**src/include/rvseed_config.svh**
```systemverilog
`ifndef RVSEED_CONFIG_SVH
`define RVSEED_CONFIG_SVH

// integer data path, fixed by RV64
`define RV_XLEN 64

// architectural register file
`define RV_REG_ADDR_WIDTH 5
`define RV_REG_COUNT 32

// encoded width of alu_op_e
`define RV_ALU_OP_WIDTH 4

`endif

```
**src/verilog/rvseed_pkg.sv**
```systemverilog
`include "rvseed_config.svh"

package rvseed_pkg;

    // major opcodes handled by this slice
    localparam logic [6:0] OPC_OP     = 7'b0110011; // register-register
    localparam logic [6:0] OPC_OP_IMM = 7'b0010011; // register-immediate

    typedef struct packed {
        logic [6:0]                    funct7;
        logic [`RV_REG_ADDR_WIDTH-1:0] rs2;
        logic [`RV_REG_ADDR_WIDTH-1:0] rs1;
        logic [2:0]                    funct3;
        logic [`RV_REG_ADDR_WIDTH-1:0] rd;
        logic [6:0]                    opcode;
    } rv_r_fmt_t;

    typedef struct packed {
        logic [11:0]                   imm12;
        logic [`RV_REG_ADDR_WIDTH-1:0] rs1;
        logic [2:0]                    funct3;
        logic [`RV_REG_ADDR_WIDTH-1:0] rd;
        logic [6:0]                    opcode;
    } rv_i_fmt_t;

    // one instruction word, two field layouts
    typedef union packed {
        rv_r_fmt_t r;
        rv_i_fmt_t i;
    } rv_instr_u;

    typedef enum logic [`RV_ALU_OP_WIDTH-1:0] {
        ALU_ADD = 4'd0,
        ALU_SUB = 4'd1,
        ALU_AND = 4'd2,
        ALU_OR  = 4'd3,
        ALU_XOR = 4'd4,
        ALU_SLL = 4'd5,
        ALU_SRL = 4'd6
    } alu_op_e;

endpackage

```
**src/verilog/intake_fsm.sv**
```systemverilog
`timescale 1ns/100ps

module intake_fsm import rvseed_pkg::*; (
    input  logic        clk,
    input  logic        rst_n,
    input  logic        instr_req_i,
    input  logic [31:0] instr_i,
    output logic        instr_ack_o,
    output rv_instr_u   instr_o,
    output logic        dec_valid_o
);

    localparam logic [1:0] IDLE     = 2'd0;
    localparam logic [1:0] CAPTURE  = 2'd1;
    localparam logic [1:0] WAIT_LOW = 2'd2;

    logic [1:0] state;
    logic       take;

    assign take = (state == IDLE) && instr_req_i; // capture edge

    always_ff @(posedge clk or negedge rst_n) begin
        if (!rst_n) begin
            state       <= IDLE;
            instr_ack_o <= 1'b0;
            dec_valid_o <= 1'b0;
        end else begin
            dec_valid_o <= take; // one cycle, the decode cycle
            case (state)
                IDLE: begin
                    if (instr_req_i) begin
                        state <= CAPTURE;
                    end
                end
                CAPTURE: begin
                    instr_ack_o <= 1'b1; // req still high here
                    state       <= WAIT_LOW;
                end
                WAIT_LOW: begin
                    if (!instr_req_i) begin
                        instr_ack_o <= 1'b0;
                        state       <= IDLE;
                    end
                end
                default: begin
                    instr_ack_o <= 1'b0;
                    state       <= IDLE;
                end
            endcase
        end
    end

    // word stays put until the next handshake
    always_ff @(posedge clk) begin
        if (take) begin
            instr_o <= instr_i;
        end
    end

endmodule

```
**src/verilog/id_decode.sv**
```systemverilog
`timescale 1ns/100ps
`include "rvseed_config.svh"

module id_decode import rvseed_pkg::*; (
    input  rv_instr_u                     instr_i,
    output logic [`RV_REG_ADDR_WIDTH-1:0] rs1_addr_o,
    output logic [`RV_REG_ADDR_WIDTH-1:0] rs2_addr_o,
    output logic [`RV_REG_ADDR_WIDTH-1:0] rd_addr_o,
    output alu_op_e                       alu_op_o,
    output logic                          use_imm_o,
    output logic [`RV_XLEN-1:0]           imm_o,
    output logic                          illegal_o
);

    always_comb begin
        // register fields sit at the same bits in both layouts
        rs1_addr_o = instr_i.r.rs1;
        rs2_addr_o = instr_i.r.rs2;
        rd_addr_o  = instr_i.r.rd;
        imm_o      = {{(`RV_XLEN-12){instr_i.i.imm12[11]}}, instr_i.i.imm12};
        alu_op_o   = ALU_ADD;
        use_imm_o  = 1'b0;
        illegal_o  = 1'b0;

        case (instr_i.r.opcode)
            OPC_OP: begin
                case ({instr_i.r.funct7[5], instr_i.r.funct3})
                    4'b0_000: alu_op_o = ALU_ADD;
                    4'b1_000: alu_op_o = ALU_SUB;
                    4'b0_001: alu_op_o = ALU_SLL;
                    4'b0_100: alu_op_o = ALU_XOR;
                    4'b0_101: alu_op_o = ALU_SRL;
                    4'b0_110: alu_op_o = ALU_OR;
                    4'b0_111: alu_op_o = ALU_AND;
                    default:  illegal_o = 1'b1; // slt, sltu, sra and friends
                endcase
                // only funct7 bit 5 may be set
                if (instr_i.r.funct7[6] || (|instr_i.r.funct7[4:0])) begin
                    illegal_o = 1'b1;
                end
            end
            OPC_OP_IMM: begin
                use_imm_o = 1'b1;
                case (instr_i.i.funct3)
                    3'b000:  alu_op_o = ALU_ADD;
                    3'b100:  alu_op_o = ALU_XOR;
                    3'b110:  alu_op_o = ALU_OR;
                    3'b111:  alu_op_o = ALU_AND;
                    default: illegal_o = 1'b1; // immediate shifts, slti
                endcase
            end
            default: begin
                illegal_o = 1'b1;
            end
        endcase
    end

endmodule

```
**src/verilog/reg_file.sv**
```systemverilog
`timescale 1ns/100ps
`include "rvseed_config.svh"

module reg_file (
    input  logic                          clk,
    input  logic                          rst_n,
    input  logic [`RV_REG_ADDR_WIDTH-1:0] rs1_addr_i,
    input  logic [`RV_REG_ADDR_WIDTH-1:0] rs2_addr_i,
    output logic [`RV_XLEN-1:0]           rs1_data_o,
    output logic [`RV_XLEN-1:0]           rs2_data_o,
    input  logic                          we_i,
    input  logic [`RV_REG_ADDR_WIDTH-1:0] waddr_i,
    input  logic [`RV_XLEN-1:0]           wdata_i
);

    logic [`RV_XLEN-1:0] regs [`RV_REG_COUNT];
    logic                wr_live;

    assign wr_live = we_i && (waddr_i != '0); // x0 never written

    always_ff @(posedge clk or negedge rst_n) begin
        if (!rst_n) begin
            for (int i = 0; i < `RV_REG_COUNT; i++) begin
                regs[i] <= '0;
            end
        end else if (wr_live) begin
            regs[waddr_i] <= wdata_i;
        end
    end

    // asynchronous reads
    assign rs1_data_o = regs[rs1_addr_i];
    assign rs2_data_o = regs[rs2_addr_i];

endmodule

```
**src/verilog/id_ex_regs.sv**
```systemverilog
`timescale 1ns/100ps
`include "rvseed_config.svh"

module id_ex_regs import rvseed_pkg::*; (
    input  logic                          clk,
    input  logic                          rst_n,
    input  logic                          valid_i,
    input  logic [`RV_REG_ADDR_WIDTH-1:0] rd_addr_i,
    input  alu_op_e                       alu_op_i,
    input  logic                          use_imm_i,
    input  logic [`RV_XLEN-1:0]           imm_i,
    input  logic                          illegal_i,
    input  logic [`RV_XLEN-1:0]           rs1_data_i,
    input  logic [`RV_XLEN-1:0]           rs2_data_i,
    output logic                          valid_o,
    output logic [`RV_REG_ADDR_WIDTH-1:0] rd_addr_o,
    output alu_op_e                       alu_op_o,
    output logic                          use_imm_o,
    output logic [`RV_XLEN-1:0]           imm_o,
    output logic                          illegal_o,
    output logic [`RV_XLEN-1:0]           rs1_data_o,
    output logic [`RV_XLEN-1:0]           rs2_data_o
);

    // bubble when nothing was decoded
    always_ff @(posedge clk or negedge rst_n) begin
        if (!rst_n) begin
            valid_o <= 1'b0;
        end else begin
            valid_o <= valid_i;
        end
    end

    // fields only move with a real instruction, hold otherwise
    always_ff @(posedge clk) begin
        if (valid_i) begin
            rd_addr_o  <= rd_addr_i;
            alu_op_o   <= alu_op_i;
            use_imm_o  <= use_imm_i;
            imm_o      <= imm_i;
            illegal_o  <= illegal_i;
            rs1_data_o <= rs1_data_i;
            rs2_data_o <= rs2_data_i;
        end
    end

endmodule

```
**src/verilog/ex_alu.sv**
```systemverilog
`timescale 1ns/100ps
`include "rvseed_config.svh"

module ex_alu import rvseed_pkg::*; (
    input  logic                          clk,
    input  logic                          rst_n,
    input  logic                          valid_i,
    input  logic [`RV_REG_ADDR_WIDTH-1:0] rd_addr_i,
    input  alu_op_e                       alu_op_i,
    input  logic                          use_imm_i,
    input  logic [`RV_XLEN-1:0]           imm_i,
    input  logic                          illegal_i,
    input  logic [`RV_XLEN-1:0]           rs1_data_i,
    input  logic [`RV_XLEN-1:0]           rs2_data_i,
    output logic                          rd_we_o,
    output logic [`RV_REG_ADDR_WIDTH-1:0] rd_addr_o,
    output logic [`RV_XLEN-1:0]           rd_data_o,
    output logic                          illegal_o,
    output logic                          retire_o
);

    logic [`RV_XLEN-1:0] op_b;
    logic [5:0]          shamt;
    logic [`RV_XLEN-1:0] result;

    assign op_b  = use_imm_i ? imm_i : rs2_data_i;
    assign shamt = op_b[5:0]; // RV64 shift amount

    always_comb begin
        case (alu_op_i)
            ALU_ADD: result = rs1_data_i + op_b;
            ALU_SUB: result = rs1_data_i - op_b;
            ALU_AND: result = rs1_data_i & op_b;
            ALU_OR:  result = rs1_data_i | op_b;
            ALU_XOR: result = rs1_data_i ^ op_b;
            ALU_SLL: result = rs1_data_i << shamt;
            ALU_SRL: result = rs1_data_i >> shamt; // logical
            default: result = '0;
        endcase
    end

    // writeback strobes, one cycle each
    always_ff @(posedge clk or negedge rst_n) begin
        if (!rst_n) begin
            rd_we_o   <= 1'b0;
            illegal_o <= 1'b0;
            retire_o  <= 1'b0;
        end else begin
            rd_we_o   <= valid_i && !illegal_i && (rd_addr_i != '0);
            illegal_o <= valid_i && illegal_i;
            retire_o  <= valid_i; // legal or not
        end
    end

    always_ff @(posedge clk) begin
        if (valid_i) begin
            rd_addr_o <= rd_addr_i;
            rd_data_o <= result;
        end
    end

endmodule

```
**src/verilog/retire_counter.sv**
```systemverilog
`timescale 1ns/100ps
`include "rvseed_config.svh"

module retire_counter (
    input  logic                clk,
    input  logic                rst_n,
    input  logic                retire_i,
    output logic [`RV_XLEN-1:0] count_o
);

    // 64 bits, wrap is out of reach
    always_ff @(posedge clk or negedge rst_n) begin
        if (!rst_n) begin
            count_o <= '0;
        end else if (retire_i) begin
            count_o <= count_o + 1'b1;
        end
    end

endmodule

```
**src/verilog/rvseed_core.sv**
```systemverilog
`timescale 1ns/100ps
`include "rvseed_config.svh"

module rvseed_core import rvseed_pkg::*; (
    input  logic                          clk,
    input  logic                          rst_n,
    input  logic                          instr_req_i,
    input  logic [31:0]                   instr_i,
    output logic                          instr_ack_o,
    output logic                          rd_we_o,
    output logic [`RV_REG_ADDR_WIDTH-1:0] rd_addr_o,
    output logic [`RV_XLEN-1:0]           rd_data_o,
    output logic                          illegal_o,
    output logic [`RV_XLEN-1:0]           retired_o
);

    rv_instr_u                     instr_q;
    logic                          dec_valid;
    logic [`RV_REG_ADDR_WIDTH-1:0] rs1_addr, rs2_addr, dec_rd_addr;
    alu_op_e                       dec_alu_op;
    logic                          dec_use_imm, dec_illegal;
    logic [`RV_XLEN-1:0]           dec_imm, rs1_data, rs2_data;

    logic                          ex_valid;
    logic [`RV_REG_ADDR_WIDTH-1:0] ex_rd_addr;
    alu_op_e                       ex_alu_op;
    logic                          ex_use_imm, ex_illegal;
    logic [`RV_XLEN-1:0]           ex_imm, ex_rs1_data, ex_rs2_data;
    logic                          retire;

    intake_fsm u_intake_fsm (
        .clk         (clk),
        .rst_n       (rst_n),
        .instr_req_i (instr_req_i),
        .instr_i     (instr_i),
        .instr_ack_o (instr_ack_o),
        .instr_o     (instr_q),
        .dec_valid_o (dec_valid)
    );

    id_decode u_id_decode (
        .instr_i    (instr_q),
        .rs1_addr_o (rs1_addr),
        .rs2_addr_o (rs2_addr),
        .rd_addr_o  (dec_rd_addr),
        .alu_op_o   (dec_alu_op),
        .use_imm_o  (dec_use_imm),
        .imm_o      (dec_imm),
        .illegal_o  (dec_illegal)
    );

    // written straight from the writeback strobe
    reg_file u_reg_file (
        .clk        (clk),
        .rst_n      (rst_n),
        .rs1_addr_i (rs1_addr),
        .rs2_addr_i (rs2_addr),
        .rs1_data_o (rs1_data),
        .rs2_data_o (rs2_data),
        .we_i       (rd_we_o),
        .waddr_i    (rd_addr_o),
        .wdata_i    (rd_data_o)
    );

    id_ex_regs u_id_ex_regs (
        .clk        (clk),
        .rst_n      (rst_n),
        .valid_i    (dec_valid),
        .rd_addr_i  (dec_rd_addr),
        .alu_op_i   (dec_alu_op),
        .use_imm_i  (dec_use_imm),
        .imm_i      (dec_imm),
        .illegal_i  (dec_illegal),
        .rs1_data_i (rs1_data),
        .rs2_data_i (rs2_data),
        .valid_o    (ex_valid),
        .rd_addr_o  (ex_rd_addr),
        .alu_op_o   (ex_alu_op),
        .use_imm_o  (ex_use_imm),
        .imm_o      (ex_imm),
        .illegal_o  (ex_illegal),
        .rs1_data_o (ex_rs1_data),
        .rs2_data_o (ex_rs2_data)
    );

    ex_alu u_ex_alu (
        .clk        (clk),
        .rst_n      (rst_n),
        .valid_i    (ex_valid),
        .rd_addr_i  (ex_rd_addr),
        .alu_op_i   (ex_alu_op),
        .use_imm_i  (ex_use_imm),
        .imm_i      (ex_imm),
        .illegal_i  (ex_illegal),
        .rs1_data_i (ex_rs1_data),
        .rs2_data_i (ex_rs2_data),
        .rd_we_o    (rd_we_o),
        .rd_addr_o  (rd_addr_o),
        .rd_data_o  (rd_data_o),
        .illegal_o  (illegal_o),
        .retire_o   (retire)
    );

    retire_counter u_retire_counter (
        .clk      (clk),
        .rst_n    (rst_n),
        .retire_i (retire),
        .count_o  (retired_o)
    );

endmodule

```
**config.mk**
```make
export PLATFORM = sky130hd
export DESIGN_NAME = rvseed_core
export DESIGN_NICKNAME = d
export VERILOG_FILES = /design/src/verilog/rvseed_pkg.sv /design/src/verilog/intake_fsm.sv /design/src/verilog/id_decode.sv /design/src/verilog/reg_file.sv /design/src/verilog/id_ex_regs.sv /design/src/verilog/ex_alu.sv /design/src/verilog/retire_counter.sv /design/src/verilog/rvseed_core.sv
export VERILOG_INCLUDE_DIRS = /design/src /design/src/include
export SDC_FILE = /design/constraint.sdc
export NUM_CORES = 2
export LEC_CHECK = 0
export BUFFER_PORTS_ARGS = -buffer_cell sky130_fd_sc_hd__buf_2
export CAP_MARGIN = 20
export CORE_MARGIN = 2
export CORE_UTILIZATION = 55
export CTS_BUF_LIST = sky130_fd_sc_hd__clkbuf_4
export DETAILED_ROUTE_END_ITERATION = 12
export GPL_ROUTABILITY_DRIVEN = 1
export PLACE_DENSITY = 0.81
export SETUP_SLACK_MARGIN = 0.15
export SLEW_MARGIN = 15
export SYNTH_ARGS = -nofsm -noshare
export SYNTH_HDL_FRONTEND = slang
export SYNTH_HIERARCHICAL = 1
export SYNTH_SLANG_ARGS = --single-unit
```
**constraint.sdc**
```tcl
create_clock -name clk -period 7.8 [get_ports clk]
set_input_delay 1.56 -clock clk [delete_from_list [all_inputs] [get_ports clk]]
set_output_delay 1.56 -clock clk [all_outputs]
set_load 0.01 [all_outputs]
```
**After elaboration in Yosys (flattened, before gate mapping)**

Index checks and enable logic that the tools add are counted.

- Register bits after elaboration: 2372
- Bits of input ports: 35
- Output and inout port bits: 136
- Word-level logic and storage cells: 130

- Add/sub/neg operators: 3
- Order comparisons: 4
- Equal/unequal tests: 21
- Shift-type cells: 2
- Muxes and demuxes: 24
- Bitwise operators: 7
- Reductions and logical operators: 19

Operators with widths:

| cell | count |
|---|---|
| 2048-bit bitwise mux | 1 |
| 64-bit binary-select mux with 5-bit select | 2 |
| 64-bit case mux with 7 select lines | 1 |
| 64-bit two-way mux | 6 |
| 64-bit demux with 5-bit select | 1 |
| 64-bit by 1-bit adder with 64-bit output, second input constant | 1 |
| 64-bit adder | 1 |
| 64-bit AND | 1 |
| 64-bit OR | 1 |
| 64-bit by 6-bit left shift with 64-bit output | 1 |
| 64-bit by 6-bit >> shifter with 64-bit output | 1 |
| 64-bit subtractor | 1 |
| 64-bit XOR | 1 |
| 4-bit by 3-bit == test with 1-bit output, second input constant | 7 |
| 6-bit >= comparator, second input constant | 3 |
| 5-bit NOT with 6-bit output | 3 |
| 3-bit case mux with 6 select lines | 1 |
| 5-bit nonzero test | 2 |
| 3-bit == test, second input constant | 3 |
| 3-bit case mux with 3 select lines | 1 |
| 4-bit by 1-bit == test with 1-bit output, second input constant | 2 |
| 4-bit by 2-bit == test with 1-bit output, second input constant | 2 |
| 4-bit logical NOT | 2 |
| 4-bit case mux with 2 select lines | 1 |
| 22 further kinds | 34 |

**Logic depth before layout (Yosys ltp)**

- Depth after elaboration: 6
- Mapped depth: 26
- Depth with buffers taken out: 21

**Cells and area by module**

Netlist, hierarchy kept.

By module, submodules not included:

| module | times used | cells each | area each (µm²) | seq. area each (µm²) |
|---|---|---|---|---|
| reg_file | 1 | 6514 | 107729.6 | 51249.2 |
| ex_alu | 1 | 2583 | 18914.4 | 2147.1 |
| id_ex_regs | 1 | 204 | 6120.9 | 6120.9 |
| retire_counter | 1 | 292 | 3089.2 | 1601.5 |
| intake_fsm | 1 | 43 | 1108.6 | 1061.0 |
| id_decode | 1 | 103 | 759.5 | 0.0 |

**Worst setup path after synthesis**

No wires, ideal clock.

- Kind: register to register
- Start: register u_id_ex_regs.use_imm_o
- End: register u_ex_alu.rd_data_o[57], data pin
- Library setup time: 0.272 ns
- Arrival time: 6.453 ns
- Required time: 7.528 ns
- Slack: 1.075 ns
- Stages on the path, launching flop included: 27
- Path buffers: 5
- Clock period less this slack: 6.725 ns
- Cells stage by stage: edfxtp_1 -> buf_6 -> buf_4 -> mux2i_1 -> clkbuf_1 -> buf_2 -> ha_1 -> o221ai_2 -> or4b_4 -> nand2b_4 -> nor3_4 -> nand4_2 -> or3_4 -> o21ai_0 -> xnor2_1 -> ha_1 -> clkbuf_1 -> a21o_1 -> a21o_1 -> a21oi_1 -> o21a_1 -> o31ai_1 -> a2111oi_0 -> or3_1 -> o21ai_0 -> xnor2_1 -> o211ai_1

- Longest elaborated chain between the ends: 3
- Elaborated cells on any way between the ends: 9
- Those cells by class: 2 x add/sub; 2 x shift; 2 x mux; 3 x bitwise

Ends and longest elaborated chain:

| what | RTL line | text |
|---|---|---|
| start, declared | id_ex_regs.sv:18 | `output logic use_imm_o,` |
| start signal, assigned | id_ex_regs.sv:39 | `use_imm_o <= use_imm_i;` |
| 64-bit two-way mux (*) | ex_alu.sv:26 | `assign op_b = use_imm_i ? imm_i : rs2_data_i;` |
| 64-bit subtractor, or another cell as far along | ex_alu.sv:32 | `ALU_SUB: result = rs1_data_i - op_b;` |
| 64-bit case mux with 7 select lines (*) | ex_alu.sv:30 | `case (alu_op_i)` |
| end signal, assigned | ex_alu.sv:58 | `rd_data_o <= result;` |
| end, declared | ex_alu.sv:17 | `` output logic [`RV_XLEN-1:0] rd_data_o, `` |

Every way passes the cells marked *; elsewhere a longest branch is shown, timed or not.
A chain may end at the register's enable or synchronous reset.

**Final worst setup path**

Ends and elaborated chain as after synthesis.

==> reports/qor.csv <==
metric,value,unit
result_of_the_run,"complete, no violations",
drt-vias-per-instance,7.006,
io_buffer_count,170,
worstPathBufferInverterCount,1,
core-area,0.2489,sq mm
rows,183,
dieArea,0.2544,sq mm
vias,95700,
cp_slowest_stage_delay,0.84,ns
switchingPower,15030,uW
drtAntennaViolNets,0,
antenna_found_initial,32,
rrSetupSlack,0.50,ns
hold_path.class,in2async,
critical_path_depth,21,
initial_utilization,55.33,%
crit_chain,buf_4 -> nor3b_2 -> o221ai_2 -> or4b_4 -> nand2b_4 -> nor3_4 -> nand4_2 -> or3_4 -> o21ai_0 -> xnor2_1 -> ha_1 -> a21o_1 -> a21o_1 -> a21oi_1 -> o21a_1 -> o31ai_1 -> a2111oi_0 -> or3_1 -> o21ai_0 -> xnor2_1 -> o211ai_1,
area_growth,8.582,%
startpoint,u_id_ex_regs/use_imm_o$_DFFE_PP_,
hpwlAfterDp,300.9,mm
most_used_cells_in_the_layout_excluding_fill_and_tap_cells,"mux2_2 (2138), dfrtp_1 (2118), mux4_2 (1146)",
postSynth.asyncResetShare,87.46,%
worst_ep_required_time,8.89,ns
wire_length_of_the_first_global_routing_pass,684.7,mm
htree_levels,6,
vdd_ir_drop_max,203.4,uV
worst-path-max-fanout,14,
timing_endpoint_of_the_critical_path,u_ex_alu/rd_data_o[57]$_SDFFCE_PN0P_,
finalWirelength,471.2,mm
ys_dominant_reg_cell,dfrtp_1,
finalCriticalPeriod,7.297,ns
number_of_global_route_vias_before_repair,97990,
skew,0.1633,ns
critical-path-top-delay-family,simple AND/OR/NAND/NOR gates,
combinationalPowerShare,32.2,%
clk-insertion-delay-late,1.47,ns
power.clock.fraction,29.9,%
leakage,0.06887,uW
critPathArrivalTime,8.39,ns
rsz0062_at_grt,no,
final_count_of_pins_violating_max_slew,0,
internal_power,23390,uW
layout-drive-gt1-share,47.48,%
synth-warning-count,6,
netlist_top_cells_area,"dfrtp_1 (39%), mux4_2 (19%), mux2_2 (17%)",
netlist.top_cell.by_area,dfrtp_1,
timing.final.crit_share,93.55,%
multiInputGateArea,0.07060,sq mm
slew_at_the_pin_with_the_worst_max_slew_slack,1.186,ns
dr.pass1.iters,8,
crit_slowest_cell,edfxtp_1,
fin_total_pwr,38420,uW
crit_path_end_kind,flop,
boundaryPins,171,
setup_tns,0,ns
rr_startpoint,u_id_ex_regs/use_imm_o$_DFFE_PP_,
synth_edf_count,304,
finalWeightedCongestion,1.033,
syn-num-nets,9969,
layout_commonest_cell,mux2_2,
global_route.overflow_total,0,
post_cts.resized_instances,0,
regArea,0.06219,sq mm
r2r.worst_path.cells,21,
nets,10050,
cell_area_power_density,256.9,mW/mm^2
postSynthRegisterBits,2424,
power.share.switching,39.12,%
setup_viol,0,
reg2reg_to,u_ex_alu/rd_data_o[57]$_SDFFCE_PN0P_,
part_of_the_power_in_registers,37.9,%
avg_wl_per_cell,34.50,um
holdBufCountCts,0,
synth_top_cell_area_share,38.52,%
first_iter_violations,11590,
drc,0,
fin_worst_hold_slack,0.2461,ns
synthCells,9739,
seq_area_frac_synth,45.15,%
post_cts.repair.setup_buffers,0,
grt_start_max_net_pins,181,
count_of_cell_types_in_the_netlist,100,
tritoncts_num_sinks,2424,
tritoncts.num_buffers,648,
clkSlewWorstSetupHoldPaths,0.07,ns
max-slew-margin-rel,20.91,%
type_of_the_worst_setup_path,reg2reg,
clk_root_buffer_cell,clkbuf_4,
fillerInstances,18550,
cts-root-to-sink-buffers,4,
max_cap_violations,0,
synthesized_area,0.1377,sq mm
hold_viol,0,
die_width,504.4,um
cts_tree,done,
track_usage,36.63,%
fmax,0.1370,GHz
syn-mean-instance-area,14.14,sq um
cp-start-kind,flop,
fp.dieH,504.4,um
synth_stat cells, drive strengths merged (9+ instances only):
cell and n:
mux2 2187, dfrtp 2120, mux4 1146, clkbuf 586, mux2i 469, buf 444
nor2 317, nand2 307, edfxtp 304, o21ai 235, a21oi 205, ha 194
inv 166, xnor2 114, a221oi 104, o22ai 80, nand3 78, nor3 76
xor2 58, nand4 48, o211ai 44, a221o 39, a21o 34, and3 32
o221ai 30, nor2b 27, a31oi 24, nor4 23, o31ai 23, nand2b 21
a211oi 18, o21a 14, a211o 13, and2 13, or3 13, or2 12
nor3b 11, a22o 9, o21bai 9
routing by layer:
layer	vias up	wire [um]	track usage [%]
li1	37920	-	-
met1	50240	179600	49.53
met2	6136	213000	54.65
met3	1384	52260	10.16
met4	20	26250	18.46
met5	-	133	0
stage by stage:
stage	worst slack [ns]	std cells	utilization [%]	instance area, sq um
2_1_floorplan	1.075	9739	-	137700
3_3_place_gp	0.7639	12490	56.66	141000
3_5_place_dp	0.6732	12500	56.68	141100
4_1_cts	0.6523	13630	59.98	149300
5_1_grt	0.2792	13650	60.07	149500
6_report	0.5028	13660	60.08	149500
worst min path at each step:
stage	end	from	depth (start not counted)
floorplan	u_ex_alu/rd_we_o$_DFF_PN0_	u_id_ex_regs/illegal_o$_DFFE_PP_	1
global placement	u_reg_file/regs[1985]$_DFFE_PN0P_	u_reg_file/regs[1985]$_DFFE_PN0P_	0
detailed placement	u_reg_file/regs[2031]$_DFFE_PN0P_	u_reg_file/regs[2031]$_DFFE_PN0P_	0
CTS	u_intake_fsm/instr_o[30]$_DFFE_PP_	instr_i[30]	1
global route	u_intake_fsm/instr_o[10]$_DFFE_PP_	instr_i[10]	1
finish	u_reg_file/regs[1131]$_DFFE_PN0P_	rst_n	1
state kept, by name (all words and copies together) (netlist names):
register                  count
u_ex_alu/illegal_o            1
u_ex_alu/rd_addr_o            5
u_ex_alu/rd_data_o           64
u_ex_alu/rd_we_o              1
u_ex_alu/retire_o             1
u_id_ex_regs/alu_op_o         4
u_id_ex_regs/illegal_o        1
u_id_ex_regs/imm_o           64
u_id_ex_regs/rd_addr_o        5
u_id_ex_regs/rs1_data_o      64
u_id_ex_regs/rs2_data_o      64
u_id_ex_regs/use_imm_o        1
u_id_ex_regs/valid_o          1
u_intake_fsm/dec_valid_o      1
u_intake_fsm/instr_ack_o      1
u_intake_fsm/instr_o         32
u_intake_fsm/state            2
u_reg_file/regs            2048
u_retire_counter/count_o     64
power by group through the flow:
stage | sequential [uW] | combinational (uW) | clock [uW]
2_1_floorplan | 14400 | 7450 | 0
3_3_place_gp | 14800 | 11800 | 0
3_5_place_dp | 14800 | 11900 | 0
4_1_cts | 14600 | 12000 | 11700
5_1_grt | 14600 | 12900 | 12400
6_report | 14600 | 12400 | 11500
logic make-up after synthesis:
| logic type | synth area share (%) |
|---|---|
| flip-flops | 45.15 |
| AND/OR/NAND/NOR | 3.504 |
| multiplexers | 40.05 |
| XOR/XNOR | 1.094 |
| buffers and inverters | 3.865 |
| other | 0.002723 |
| adder cells (fa/ha/maj) | 1.777 |
| AO/OA/AOI/OAI | 4.561 |
layout make-up:
type                    instances  area share (%)
multi-input cells            6117           47.21
flip-flops and latches       2424           41.59
clock buffers                 946           4.749
well taps                    3330           2.786
repair buffers                465           2.462
clock inverters               188          0.7480
inverters                     168          0.4267
diodes                         21         0.03514
Power figures use the tool's default switching activity.
